**config.mk**
```make
export PLATFORM = sky130hd
export DESIGN_NAME = load_merge
export DESIGN_NICKNAME = d
export VERILOG_FILES = /design/src/sq_pkg.sv /design/src/load_merge.sv
export SDC_FILE = /design/constraint.sdc
export NUM_CORES = 1
export LEC_CHECK = 0
export BUFFER_PORTS_ARGS = -buffer_cell sky130_fd_sc_hd__buf_2
export CORE_MARGIN = 3
export CORE_UTILIZATION = 42
export CTS_CLUSTER_DIAMETER = 60
export DETAILED_ROUTE_END_ITERATION = 16
export MAX_ROUTING_LAYER = met4
export PLACE_DENSITY = 0.81
export SETUP_SLACK_MARGIN = 0.3
export SLEW_MARGIN = 20
export SYNTH_ARGS = -nofsm -noshare
export SYNTH_HDL_FRONTEND = slang
export SYNTH_SLANG_ARGS = --single-unit
```
**constraint.sdc**
```tcl
create_clock -name clk -period 2.3 [get_ports clk]
set_input_delay 0.46 -clock clk [delete_from_list [all_inputs] [get_ports clk]]
set_output_delay 0.46 -clock clk [all_outputs]
set_load 0.01 [all_outputs]
```
**src/sq_pkg.sv**
```systemverilog
// ######################################
// Store path shared definitions
// Widths, the dual-view line address and
// the line and mask types
// ######################################

`default_nettype none

package sq_pkg;

	// Byte address and line geometry
	localparam int ADDR_WIDTH = 8;
	localparam int LINE_BYTES = 8;
	localparam int OFFSET_WIDTH = 3;
	localparam int LINE_IDX_WIDTH = 5;
	localparam int NUM_LINES = 2 ** LINE_IDX_WIDTH;

	typedef logic [LINE_IDX_WIDTH - 1:0] line_idx_t;
	typedef logic [OFFSET_WIDTH - 1:0] line_offset_t;
	typedef logic [LINE_BYTES * 8 - 1:0] line_data_t;
	typedef logic [LINE_BYTES - 1:0] byte_mask_t;

	// The same address word seen either as a plain byte address or split
	// into the line it falls in and the byte within that line
	typedef union packed {
		logic [ADDR_WIDTH - 1:0] raw;
		struct packed {
			line_idx_t line_idx;
			line_offset_t offset;
		} fields;
	} line_addr_u;

endpackage

`default_nettype wire

```
**src/load_merge.sv**
```systemverilog
// ######################################
// Load merge stage
// Lays pending store bytes over the line
// read from the line store
// ######################################

`timescale 1ns/1ns
`default_nettype none

module load_merge (
	input logic clk,
	input logic reset,
	input logic load_en,
	input sq_pkg::line_data_t line_data,
	input sq_pkg::byte_mask_t bypass_mask,
	input sq_pkg::line_data_t bypass_data,
	output logic load_valid,
	output sq_pkg::line_data_t load_data
);

	import sq_pkg::*;

	// Marks the cycle in which both sources hold this load's results
	logic load_aligned;

	always_ff @(posedge clk, posedge reset)
	begin
		if (reset)
		begin
			load_aligned <= 1'b0;
			load_valid <= 1'b0;
		end
		else
		begin
			load_aligned <= load_en;
			load_valid <= load_aligned;
		end
	end

	// Newer store bytes win over the stored copy
	always_ff @(posedge clk)
	begin
		if (load_aligned)
		begin
			for (int b = 0; b < LINE_BYTES; b++)
				load_data[b * 8 +: 8] <= bypass_mask[b] ? bypass_data[b * 8 +: 8]
					: line_data[b * 8 +: 8];
		end
	end

endmodule

`default_nettype wire

```
==> flow_summary.ini <==
[outcome]
outcome = finished clean

[critical_path]
worst_setup_path_end_kind = output port
critPathKind = reg2out
r2r_slack_ns = 1.22
crit_slowest_cell = edfxtp_1
crit_buf_inv = 1
cp_slowest_stage_delay_ns = 0.39
startpoint_type = flop
path_cells = buf_2
cp_data_required_time_ns = 1.84
cp.arrival_ns = 0.88
crit_family = flip-flops
crit_fanout = 1

[detailed_routing]
wl_per_cell_um = 16.8
vias = 2048
viasPerCell = 4.56
drc = 0
dr.pass1.iters = 5
ant_nets = 0
wl_um = 7530
drt_iter0_drc = 49

[floorplan]
die_h_um = 90.9
die_area_um2 = 8260
pin_count = 204
coreArea_um2 = 6910
die_w_um = 90.9
start_util_pct = 43.8
rows = 30

[synth]
synth_area_um2 = 3030
ys_types = 5
synth-xor-area-share_pct = 0
post_synth_inst_count = 139
yosysSeqAreaShare_pct = 65.2
synthMuxAreaShare_pct = 31.7
syn_nets = 278
synth-seq-cells = 66
syn_area_per_cell_um2 = 21.8
synth_compound_area_share_pct = 0
synthSimpleGateAreaFrac_pct = 0
yosysWarnings = 0
synth_top_family_by_area = multiplexers
synthAdderAreaFrac_pct = 0

[placement]
portBuffers = 203
post_dp_cell_area_um2 = 4090
dp_hpwl_um = 6130
globalplace.congestion = 0.879

[clock_network]
clkLatencyLatePin_ns = 0.33
cts_tree = yes
cts_hold_buf = 1
post_cts_buffers = 0
cts_buffers = 9
cts_sinks = 66
clockBufferDepth = 2
cts.repair.resized = 0
root_buffer = clkbuf_8
cts_max_level = 3
clk_pin_slew_worst_paths_ns = 0.07

[global_routing]
grt_pass1_vias = 2189
overflow = 0
grt_max_degree = 34
antenna_found_initial = 0
grtUsageTotal_pct = 18.8
grt_pass1_wl_um = 11400

[power_and_ir_drop]
power_switching_share_pct = 22.8
clockPowerShare_pct = 33.3
leakage_uw = 0.00209
intPower_uw = 2180
p_sw_uw = 645
powerDensity_nw_per_um2 = 658
p_comb_share_pct = 15.9
seqPwrFrac_pct = 50.8
vdd_drop_max_mv = 0.404

[cells_and_area]
diodes = 0
nets = 487
layout-drive-gt1-share_pct = 80.7
design_area_um2 = 4290
area_growth_pct = 41.8

[timing]
setup_viol = 0
post-route-min-period_ns = 1.34
tightest_slew_ns = 0.400
finClkSkew_ns = 0.00556
rsz0062_at_grt = false
hold_ws_ns = 0.236
max_freq_mhz = 749
finalMaxSlewViolations = 0
period_share_pct = 58.1
setup_tns_ns = 0
hold_viol_final = 0
max-slew-margin-rel_pct = 73.3

[job]
cap_violations = 0

[worst_hold_path]
holdCritPathClass = in2reg
==> stage by stage <==
stage | total power, µW | instances | worst slack (ns) | util [%]
final | 2820 | 449 | 0.964 | 62.1
after global routing | 2940 | 449 | 0.917 | 62.1
after CTS | 2860 | 449 | 0.935 | 62.1
after detailed placement | 1910 | 432 | 0.990 | 59.2
after global placement | 1900 | 432 | 1.01 | 59.2
after floorplan | 1700 | 139 | 0.879 | -
==> cell usage after synthesis <==
| cell | count | area share (%) |
|---|---|---|
| mux2_4 | 64 | 32 |
| buf_6 | 8 | 3.0 |
| edfxtp_1 | 64 | 63 |
| dfrtp_1 | 2 | 1.7 |
| inv_1 | 1 | 0.12 |
==> cells in the final DEF (no fill, tap or decap) <==
master         netlist  layout
buf_2                0     203
buf_4                0       2
bufinv_16            0       1
clkbuf_8             0       9
clkinv_1             0       1
clkinv_2             0       2
clkinv_4             0       1
clkinvlp_4           0       1
dfrtp_1              2       1
dfrtp_2              0       1
dlygate4sd3_1        0       1
edfxtp_1            64      64
inv_1                1       1
inv_6                0       1
mux2_4              64      64
==> power groups by stage <==
stage	Sequential (µW)	Combinational [µW]	Clock, µW
final	1440	448	940
after global routing	1440	482	1020
after CTS	1440	454	969
after detailed placement	1460	449	0
after global placement	1460	436	0
after floorplan	1520	182	0
==> metal layers <==
metal,share of wire (%),up-vias,GRT usage [%]
met5,0,-,-
met4,1.9,0,9.42
met3,9.6,12,5.92
met2,55,130,33.5
met1,34,947,18.4
li1,-,959,-
==> area by class of cell <==
type                       count  area [µm²]
fill                         556        2620
sequential                    66        1970
timing repair buffer         206        1040
multi-input combinational     64         961
clock buffer                   9         124
tap                           96         120
clock inverter                 7        68.8
inverter                       1        3.75
==> flip-flops by register name, summed over array words and instances (netlist names) <==
signal,cells
load_valid,1
load_aligned,1
load_data,64
==> cells by family after synthesis <==
| family | Yosys count |
|---|---|
| muxes | 64 |
| DFF | 66 |
| buffers and inverters | 9 |
==> path summary, 6_finish.rpt <==
path / start / endpoint / cells past startpoint
worst min-delay path: load_en / load_aligned$_DFF_PP0_ / 1
max in group asynchronous: reset / load_aligned$_DFF_PP0_ / 3
worst max-delay path: load_data[53]$_DFFE_PP_ / load_data[53] / 1
worst min register to register: load_aligned$_DFF_PP0_ / load_valid$_DFF_PP0_ / 1
min in group asynchronous: reset / load_valid$_DFF_PP0_ / 3
worst max register to register: load_aligned$_DFF_PP0_ / load_data[6]$_DFFE_PP_ / 1
Power figures use the tool's default switching activity.
