## src/sq_pkg.sv

```systemverilog
// ######################################
// Store path shared definitions
// Widths, the dual-view line address and
// the line and mask types
// ######################################

`default_nettype none

package sq_pkg;

	// Byte address and line geometry
	localparam int ADDR_WIDTH = 8;
	localparam int LINE_BYTES = 8;
	localparam int OFFSET_WIDTH = 3;
	localparam int LINE_IDX_WIDTH = 5;
	localparam int NUM_LINES = 2 ** LINE_IDX_WIDTH;

	typedef logic [LINE_IDX_WIDTH - 1:0] line_idx_t;
	typedef logic [OFFSET_WIDTH - 1:0] line_offset_t;
	typedef logic [LINE_BYTES * 8 - 1:0] line_data_t;
	typedef logic [LINE_BYTES - 1:0] byte_mask_t;

	// The same address word seen either as a plain byte address or split
	// into the line it falls in and the byte within that line
	typedef union packed {
		logic [ADDR_WIDTH - 1:0] raw;
		struct packed {
			line_idx_t line_idx;
			line_offset_t offset;
		} fields;
	} line_addr_u;

endpackage

`default_nettype wire

```

## src/line_store.sv

```systemverilog
// ######################################
// Line store
// Small byte-writable line memory with a
// registered read port
// ######################################

`timescale 1ns/1ns
`default_nettype none

module line_store (
	input logic clk,
	input logic reset,
	input logic wr_en,
	input sq_pkg::line_addr_u wr_addr,
	input sq_pkg::byte_mask_t wr_mask,
	input sq_pkg::line_data_t wr_data,
	input sq_pkg::line_addr_u rd_addr,
	output sq_pkg::line_data_t rd_data
);

	import sq_pkg::*;

	line_data_t lines [NUM_LINES];

	// Memory starts out as all zeros so the outside view is known
	always_ff @(posedge clk, posedge reset)
	begin
		if (reset)
		begin
			for (int i = 0; i < NUM_LINES; i++)
				lines[i] <= '0;
			rd_data <= '0;
		end
		else
		begin
			// Same-cycle read returns the line before this write lands
			rd_data <= lines[rd_addr.fields.line_idx];
			if (wr_en)
			begin
				for (int b = 0; b < LINE_BYTES; b++)
				begin
					if (wr_mask[b])
						lines[wr_addr.fields.line_idx][b * 8 +: 8] <= wr_data[b * 8 +: 8];
				end
			end
		end
	end

endmodule

`default_nettype wire

```

## config.mk

```make
export PLATFORM = sky130hd
export DESIGN_NAME = line_store
export DESIGN_NICKNAME = d
export VERILOG_FILES = /design/src/sq_pkg.sv /design/src/line_store.sv
export SDC_FILE = /design/constraint.sdc
export NUM_CORES = 2
export LEC_CHECK = 0
export BUFFER_PORTS_ARGS = -buffer_cell sky130_fd_sc_hd__clkbuf_2
export CAP_MARGIN = 30
export CELL_PAD_IN_SITES_DETAIL_PLACEMENT = 0
export CELL_PAD_IN_SITES_GLOBAL_PLACEMENT = 1
export CORE_AREA = 5 5 494 496
export CTS_CLUSTER_SIZE = 20
export DETAILED_ROUTE_END_ITERATION = 8
export DIE_AREA = 0 0 499 501
export PLACE_DENSITY_LB_ADDON = 0.05
export SLEW_MARGIN = 40
export SYNTH_ARGS = -nofsm -noshare
export SYNTH_HDL_FRONTEND = slang
export SYNTH_SLANG_ARGS = --single-unit
```

## constraint.sdc

```tcl
create_clock -name clk -period 81.7 [get_ports clk]
set_input_delay 4.085 -clock clk [delete_from_list [all_inputs] [get_ports clk]]
set_output_delay 4.085 -clock clk [all_outputs]
set_load 0.1 [all_outputs]
```

==> metrics.yaml <==
min_path_type: "reg -> reg"
yosysTopAreaCell: "dfrtp_1"
fin_tns_setup_ps: 0
vias_per_cell: 5.65
yosys_warnings: 0
cts.sinks: 2112
critPathKind: "in -> async"
initial_core_util_pct: 39.8
synth_top_family_by_area: "multiplexers"
synth.area.top_cells: "dfrtp_1 (55%), mux2_2 (24%), mux4_2 (6.5%), mux2i_1 (5.0%), a22oi_1 (2.4%)"
synth-seq-cells: 2112
cp-end-kind: "async pin"
maxCapViolations: 0
drt-initial-drc-count: 3362
via_count: 55200
numCtsBuffers: 234
die_width_microns: 499
hpwl_microns: 187000
first_pass_iters: 5
synth_mux_area_share_pct: 35.8
synth-xor-area-share_pct: 0
worst-r2r-cell-count: 4
outcome: "complete, no violations"
grt_pass1_vias: 59100
rsz0062_at_grt: "false"
worstPathRequired_ps: 82610
seqCellArea_sq_um: 52900
multiInputGateArea_sq_um: 40600
start_kind: "input pin"
ys_types: 43
drive_gt1_share_pct: 47.8
ir_drop_uv: 20.2
worstPathArrival_ps: 8770
core_area_sq_um: 239000
yosysTopAreaCellShare_pct: 55.5
nets: 6499
fmax_ghz: 0.127
overflow: 0
min_period_over_period_pct: 9.62
design_area_sq_um: 107000
worstHoldPathCells: 1
seq_area_frac_synth_pct: 55.5
area_growth_pct: 12.8
cts_resized: 0
syn-num-nets: 6438
htreeDepth: 4
place_congestion: 0.769
clk_latency_ps: 870
slew_viol_final: 0
post-route-util_pct: 44.9
synthCells: 6347
fillCellCount: 21600
crit_fanout: 123
clkTransAtPathRegs_ps: 60
setup_violations: 0
io_pins: 155
cts.path.max_buffers: 3
cts_tree: "built"
cts_hold_buf: 0
p_leak_nw: 50.3
grt_usage_pct: 23.3
skew_ps: 24.0
die-area_sq_um: 250000
avgSynthCellArea_sq_um: 15.0
relSlewSlack_pct: 38.3
fin_crit_ps: 7860
tightest_slew_ps: 923
cts_setup_buffers: 0
power_density_nw_per_um2: 24.8
cts-root-buf: "clkbuf_16"
grt_max_degree: 153
wl_microns: 292000
synth_fa_ha_area_share_pct: 0
final_hold_viol_count: 0
synth-compound-area-share_pct: 2.86
grt_pass1_wl_microns: 430000
io_buffers: 148
wl_per_cell_microns: 29.9
yosys.area_share.simple_pct: 3.86
syn_area_sq_um: 95200
drc: 0
rows: 180
die_h_microns: 501
antenna_found_initial: 21
place_area_sq_um: 99500
drtAntennaViolNets: 0
## synthesized netlist by cell type
library cell     n
and3b_1          4
o32ai_1          2
buf_2          134
clkbuf_1       276
nor3_1           8
nor2_1          17
a22oi_1        302
nor3b_1          2
nand2_1        127
mux2_1          61
or2_2            6
or3_1            2
nor2_4           8
nand3_1        120
nand3b_1         1
and2_1          14
a31oi_1         13
mux4_2         274
a311oi_1         1
nand2b_1         7
buf_4            6
mux2i_1        479
a221o_1          2
nor3_4           4
a22o_1           9
or4_1            1
a21oi_1         44
a32oi_1          1
dfrtp_1       2112
inv_1            3
o22ai_1          4
nand4_1         54
nor2b_1         13
nor2_2         137
nand2_2         44
buf_1           28
and3_1           4
nor4_1           1
nor2_8          24
mux2_2        1989
buf_6            5
clkbuf_2         1
or3b_1           3
## cell usage in the layout (no fill, tap or decap), drive strengths merged, types with 6 or more instances in the layout
cell type  count
dfrtp       2112
mux2        2050
clkbuf       495
mux2i        479
a22oi        302
mux4         274
nor2         186
nand2        171
buf          130
nand3        120
nand4         54
clkinv        45
a21oi         44
and2          14
a31oi         13
nor2b         13
nor3          12
inv           11
bufinv        10
a22o           9
diode          7
nand2b         7
or2            6
## flip-flops by register name (all words and copies together) (netlist names)
name	cells
rd_data	64
lines	2048
## through the flow
| step | power (W) | hold WS (ps) | worst slack (ps) | std cells |
|---|---|---|---|---|
| 3_3_place_gp | 0.00161 | 469 | 72110 | 9339 |
| 4_1_cts | 0.00270 | 491 | 73320 | 9770 |
| 6_report | 0.00266 | 486 | 73840 | 9780 |
| 3_5_place_dp | 0.00163 | 478 | 72380 | 9354 |
| 2_1_floorplan | 0.00154 | 459 | 17950 | 6347 |
| 5_1_grt | 0.00278 | 505 | 73110 | 9774 |
## critical path, cell delays in order
cell	delay, ps
clkbuf_2	140
inv_12	440
buf_6	540
buf_4	570
buf_6	530
buf_4	610
buf_12	390
buf_16	410
buf_6	620
## routing by layer
layer	wire length, microns	part of all wire, %	up-vias	track usage, %
met5	0	0	-	0
met1	135000	46	30200	33.2
met4	7280	2.5	0	5.63
met3	11200	3.8	410	3.50
met2	138000	47	959	37.9
li1	-	-	23700	-
## final cells by class
cell class	instances	share of cell area, %
multi-input cells	3782	37.8
repair buffers	275	2.03
inverters	3	0.0221
clock inverters	66	0.750
flip-flops and latches	2112	49.2
diodes	7	0.0163
well taps	3185	3.71
clock buffers	350	6.43
## final timing paths
| kind | from | end | slack [ps] |
|---|---|---|---|
| setup / recovery | reset | lines[1396]$_DFFE_PP0P_ | 73840 |
| hold / removal | lines[1651]$_DFFE_PP0P_ | lines[1651]$_DFFE_PP0P_ | 490 |
| setup reg to reg | lines[1940]$_DFFE_PP0P_ | rd_data[20]$_DFF_PP0_ | 79630 |
| hold reg to reg | lines[1651]$_DFFE_PP0P_ | lines[1651]$_DFFE_PP0P_ | 490 |
| max in group clk | rd_addr[5] | rd_data[1]$_DFF_PP0_ | 74220 |
| min in group asynchronous | reset | rd_data[34]$_DFF_PP0_ | 3360 |
## cell families (layout without fill, tap and decap cells)
| family | Yosys count | in the layout |
|---|---|---|
| other | 0 | 7 |
| flip-flops | 2112 | 2112 |
| multiplexers | 2803 | 2803 |
| AND/OR/NAND/NOR | 601 | 601 |
| buffers and inverters | 453 | 694 |
| AO/OA/AOI/OAI | 378 | 378 |
## report_power, final
part	switching, W	total (W)	leakage (nW)	internal [W]
combinational	0.000186	0.000356	18.5	0.000170
sequential	0.0000643	0.00125	28.1	0.00118
clock	0.000444	0.00106	3.81	0.000613
total	0.000694	0.00266	50.3	0.00197
Power figures use the tool's default switching activity.
