==> src/sq_pkg.sv <==
// ######################################
// Store path shared definitions
// Widths, the dual-view line address and
// the line and mask types
// ######################################

`default_nettype none

package sq_pkg;

	// Byte address and line geometry
	localparam int ADDR_WIDTH = 8;
	localparam int LINE_BYTES = 8;
	localparam int OFFSET_WIDTH = 3;
	localparam int LINE_IDX_WIDTH = 5;
	localparam int NUM_LINES = 2 ** LINE_IDX_WIDTH;

	typedef logic [LINE_IDX_WIDTH - 1:0] line_idx_t;
	typedef logic [OFFSET_WIDTH - 1:0] line_offset_t;
	typedef logic [LINE_BYTES * 8 - 1:0] line_data_t;
	typedef logic [LINE_BYTES - 1:0] byte_mask_t;

	// The same address word seen either as a plain byte address or split
	// into the line it falls in and the byte within that line
	typedef union packed {
		logic [ADDR_WIDTH - 1:0] raw;
		struct packed {
			line_idx_t line_idx;
			line_offset_t offset;
		} fields;
	} line_addr_u;

endpackage

`default_nettype wire

==> src/l2_bridge.sv <==
// ######################################
// L2 bridge
// Four-phase memory handshake for one
// dequeued store, plus line store update
// ######################################

`timescale 1ns/1ns
`default_nettype none

module l2_bridge #(
	parameter int NUM_THREADS = 4
) (
	input logic clk,
	input logic reset,
	input logic dequeue_ready,
	input logic [$clog2(NUM_THREADS) - 1:0] dequeue_idx,
	input sq_pkg::line_addr_u dequeue_addr,
	input sq_pkg::byte_mask_t dequeue_mask,
	input sq_pkg::line_data_t dequeue_data,
	output logic dequeue_ack,
	output logic response_valid,
	output logic [$clog2(NUM_THREADS) - 1:0] response_idx,
	output logic mem_req,
	output sq_pkg::line_addr_u mem_addr,
	output sq_pkg::byte_mask_t mem_mask,
	output sq_pkg::line_data_t mem_data,
	input logic mem_ack,
	output logic wr_en,
	output sq_pkg::line_addr_u wr_addr,
	output sq_pkg::byte_mask_t wr_mask,
	output sq_pkg::line_data_t wr_data
);

	localparam logic [1:0] ST_IDLE = 2'd0;
	localparam logic [1:0] ST_REQUEST = 2'd1;
	localparam logic [1:0] ST_RELEASE = 2'd2;
	localparam logic [1:0] ST_RESPOND = 2'd3;

	logic [1:0] state;

	// Take a new entry only when the previous one has fully finished
	assign dequeue_ack = state == ST_IDLE && dequeue_ready;
	assign mem_req = state == ST_REQUEST;
	assign response_valid = state == ST_RESPOND;

	// The line store sees the same line on the acknowledging edge
	assign wr_en = state == ST_REQUEST && mem_ack;
	assign wr_addr = mem_addr;
	assign wr_mask = mem_mask;
	assign wr_data = mem_data;

	always_ff @(posedge clk, posedge reset)
	begin
		if (reset)
			state <= ST_IDLE;
		else
		begin
			case (state)
				ST_IDLE:
					if (dequeue_ack)
						state <= ST_REQUEST;
				ST_REQUEST:
					if (mem_ack)
						state <= ST_RELEASE;
				// Wait for the far side to drop its acknowledge
				ST_RELEASE:
					if (!mem_ack)
						state <= ST_RESPOND;
				default:
					state <= ST_IDLE;
			endcase
		end
	end

	// Request payload is captured once and held through the handshake
	always_ff @(posedge clk)
	begin
		if (dequeue_ack)
		begin
			response_idx <= dequeue_idx;
			mem_addr <= dequeue_addr;
			mem_mask <= dequeue_mask;
			mem_data <= dequeue_data;
		end
	end

	assert property (@(posedge clk) disable iff (reset) $rose(mem_ack) |-> mem_req);

endmodule

`default_nettype wire

==> config.mk <==
export PLATFORM = sky130hd
export DESIGN_NAME = l2_bridge
export DESIGN_NICKNAME = d
export VERILOG_FILES = /design/src/sq_pkg.sv /design/src/l2_bridge.sv
export SDC_FILE = /design/constraint.sdc
export NUM_CORES = 1
export LEC_CHECK = 0
export BUFFER_PORTS_ARGS = -buffer_cell sky130_fd_sc_hd__buf_2
export CAP_MARGIN = 20
export CORE_AREA = 2 2 97 99
export DETAILED_ROUTE_END_ITERATION = 6
export DIE_AREA = 0 0 99 101
export PLACE_DENSITY = 0.71
export SLEW_MARGIN = 30
export SYNTH_ARGS = -nofsm -noshare
export SYNTH_HDL_FRONTEND = slang
export SYNTH_SLANG_ARGS = --single-unit
==> constraint.sdc <==
create_clock -name clk -period 3.5 [get_ports clk]
set_clock_uncertainty 0.05 [all_clocks]
set_input_delay 0.35 -clock clk [delete_from_list [all_inputs] [get_ports clk]]
set_output_delay 0.35 -clock clk [all_outputs]
set_load 0.02 [all_outputs]
==> impl_metrics.yaml <==
global_routing:
  met1_usage: 0.152
  grt_pass1_vias: 1866
  antenna_found_initial: 1
  grt_use_met2: 0.221
  overflow: 0
  track_usage: 0.130
  grt_util_met3: 0.0520
  global_route.peak_usage_layer: "met2"
  grt_pass1_wl_um: 9720
  grt_max_degree: 43
sta:
  fin_crit_sh: 0.657
  setup_viol: 0
  slew_headroom: 0.632
  hold_viol: 0
  holdWs_ns: 0.126
  tightest_slew_ns: 0.551
  fin_crit_ns: 2.30
  tns_ns: 0
  fmax_mhz: 435
  slew_viol_final: 0
  rsz0062_at_grt: "no"
synthesis:
  ys_ff_latch: 84
  synth_top_area_cell: "edfxtp_1"
  synthAdderAreaFrac: 0.0155
  netlist_top_cells_count: "edfxtp_1, buf_4, ha_1, inv_1"
  ys_types: 10
  synthFlopType: "edfxtp_1"
  synth_compound_area_frac: 0.00774
  syn_avg_cell_area_um2: 18.2
  synth_fp_nets: 268
  synthCells: 178
  synth_top_family_by_area: "buffers and inverters"
  synth_top_area_share: 0.762
  synth_simple_gate_area_frac: 0.00580
  synth_seq_area_share: 0.777
  synth_area_leaders: "edfxtp_1, buf_4, dfrtp_1, ha_1, a221oi_2"
  syn_area_mm2: 0.00323
  synth.most_common_cell: "edfxtp_1"
  synth_mux_area_frac: 0.00348
  synth_xor_area_frac: 0
  synth_edf_count: 82
  yosysWarnings: 0
  async_flop_share: 0.0238
cts:
  clock-root-buffer: "clkbuf_8"
  tritoncts: "done"
  cts_buffers: 9
  ctsResizeCount: 0
  ctsHtreeMaxLevel: 3
  clock_path_buffers: 2
  clkTransAtPathRegs_ns: 0.09
  cts_sinks: 84
  clk_latency_ns: 0.34
critical_path:
  regToRegEndpoint: "mem_addr[2]"
  critPathRequiredTime_ns: 3.10
  cp_max_fo: 42
  worst_setup_path_start_kind: "flip-flop"
  criticalPathCategory: "reg2out"
  worstPathArrival_ns: 1.90
  crit_path_end_kind: "output port"
  slowest_delay_ns: 0.52
  worstPathCellList: "inv_1, ha_1, and2_4, buf_2"
  slowest_stage: "and2_4"
  rr_worst_depth: 4
  r2r_start: "state[1]"
  r2r_slack_ns: 1.26
  cp_top_family: "simple AND/OR/NAND/NOR gates"
  cp_num_buf_inv: 2
final_layout:
  post-route-util: 0.473
  final_nets: 453
  drive_gt1_frac: 0.731
  areaGrowthSynthToFinish_pct: 31.4
pwr:
  total_power_mw: 3.05
  power.density_mw_per_mm2: 718
  leakage_nw: 1.95
  vdd_drop_max_mv: 0.270
floorplan:
  start_util: 0.360
  core_mm2: 0.00898
  die_h_um: 101
  die_w_um: 99
  dieArea_mm2: 0.0100
  core.rowCount: 35
  io_pins: 252
detailed_routing:
  firstDrtPassIters: 4
  vias: 1981
  wirelength_um: 7130
  wl_per_cell_um: 14.8
  postRouteAntennaNets: 0
  drt_iter0_drc: 53
  drc: 0
  viasPerCell: 4.13
run:
  cap_violations: 0
min_path:
  hp-start: "dequeue_mask[4]"
  hold_end: "mem_mask[4]"
  hold_path.class: "in2reg"
  whs_path_depth: 1
placement:
  place_congestion: 0.707
  place_hpwl_um: 5480
  port_buffers: 251
status:
  status: "finished clean"
## final cells by class
class | count | area, µm²
Inverter | 4 | 15.0
Multi-Input combinational cell | 10 | 108
Tap cell | 111 | 139
Fill cell | 806 | 4730
Sequential cell | 84 | 2510
Clock inverter | 7 | 67.6
Antenna cell | 1 | 2.50
Timing Repair Buffer | 254 | 1280
Clock buffer | 9 | 124
## timing repair
item,CTS,global route
hold endpoints to repair,2,0
hold buffers,1,0
endpoints found under the setup margin,0,0
setup buffers,0,0
## per-stage QoR
| step | std cells | setup WS (ns) | instance area [µm²] |
|---|---|---|---|
| 6_report | 480 | 1.20 | 4250 |
| 5_1_grt | 479 | 1.02 | 4250 |
| 4_1_cts | 479 | 1.15 | 4250 |
| 3_5_place_dp | 462 | 1.28 | 4050 |
| 3_3_place_gp | 462 | 1.40 | 4050 |
| 2_1_floorplan | 178 | 0.268 | 3230 |
## state kept, by name, indices dropped and copies added, names as in the netlist
signal,flops
mem_addr,8
response_idx,2
state,2
mem_mask,8
mem_data,64
## worst max path at each step
stage,startpoint,endpoint,slack (ns),depth (start not counted)
after floorplan,state[0],mem_addr[0],0.27,3
after global placement,state[0],mem_data[7],1.40,4
after detailed placement,state[1],mem_data[0],1.28,4
after CTS,state[1],dequeue_ack,1.15,4
after global routing,state[1],dequeue_ack,1.02,4
final,state[1],dequeue_ack,1.20,4
## worst reg2reg max path, stage by stage (launching register included)
cell and delay (ns):
dfrtp_1 0.43, inv_1 0.10, ha_1 0.23, and2_4 0.52, buf_4 0.54
## power breakdown
| group | internal (mW) | switching, mW |
|---|---|---|
| logic | 0.292 | 0.669 |
| clock network | 0.326 | 0.342 |
| registers | 1.34 | 0.0852 |
| total | 1.96 | 1.10 |
## cells by family (layout without fill, tap and decap cells)
logic type,after synthesis,after routing
AOI/OAI and AO/OA,2,2
adders and majority gates,4,4
buffers and inverters,84,274
DFF,84,84
muxes,1,1
other,0,1
and+or+nand+nor,3,3
## layout by cell type (no fill, tap or decap)
cell type / n
clkinv_2: 1
a221oi_2: 1
o32a_1: 1
clkinv_4: 2
inv_1: 4
clkinv_1: 2
buf_4: 2
mux2_1: 1
edfxtp_1: 82
nor2b_1: 1
buf_2: 251
and2_4: 1
and2_1: 1
clkbuf_8: 9
dfrtp_1: 2
diode_2: 1
dlygate4sd3_1: 1
bufinv_16: 1
clkinvlp_4: 1
ha_1: 4
## routing by layer
metal | part of all wire | routed length, µm
met1 | 0.37 | 2620
met2 | 0.52 | 3710
met3 | 0.10 | 724
met4 | 0.0091 | 65
met5 | 0 | 0
(Power assumes the default switching activity.)
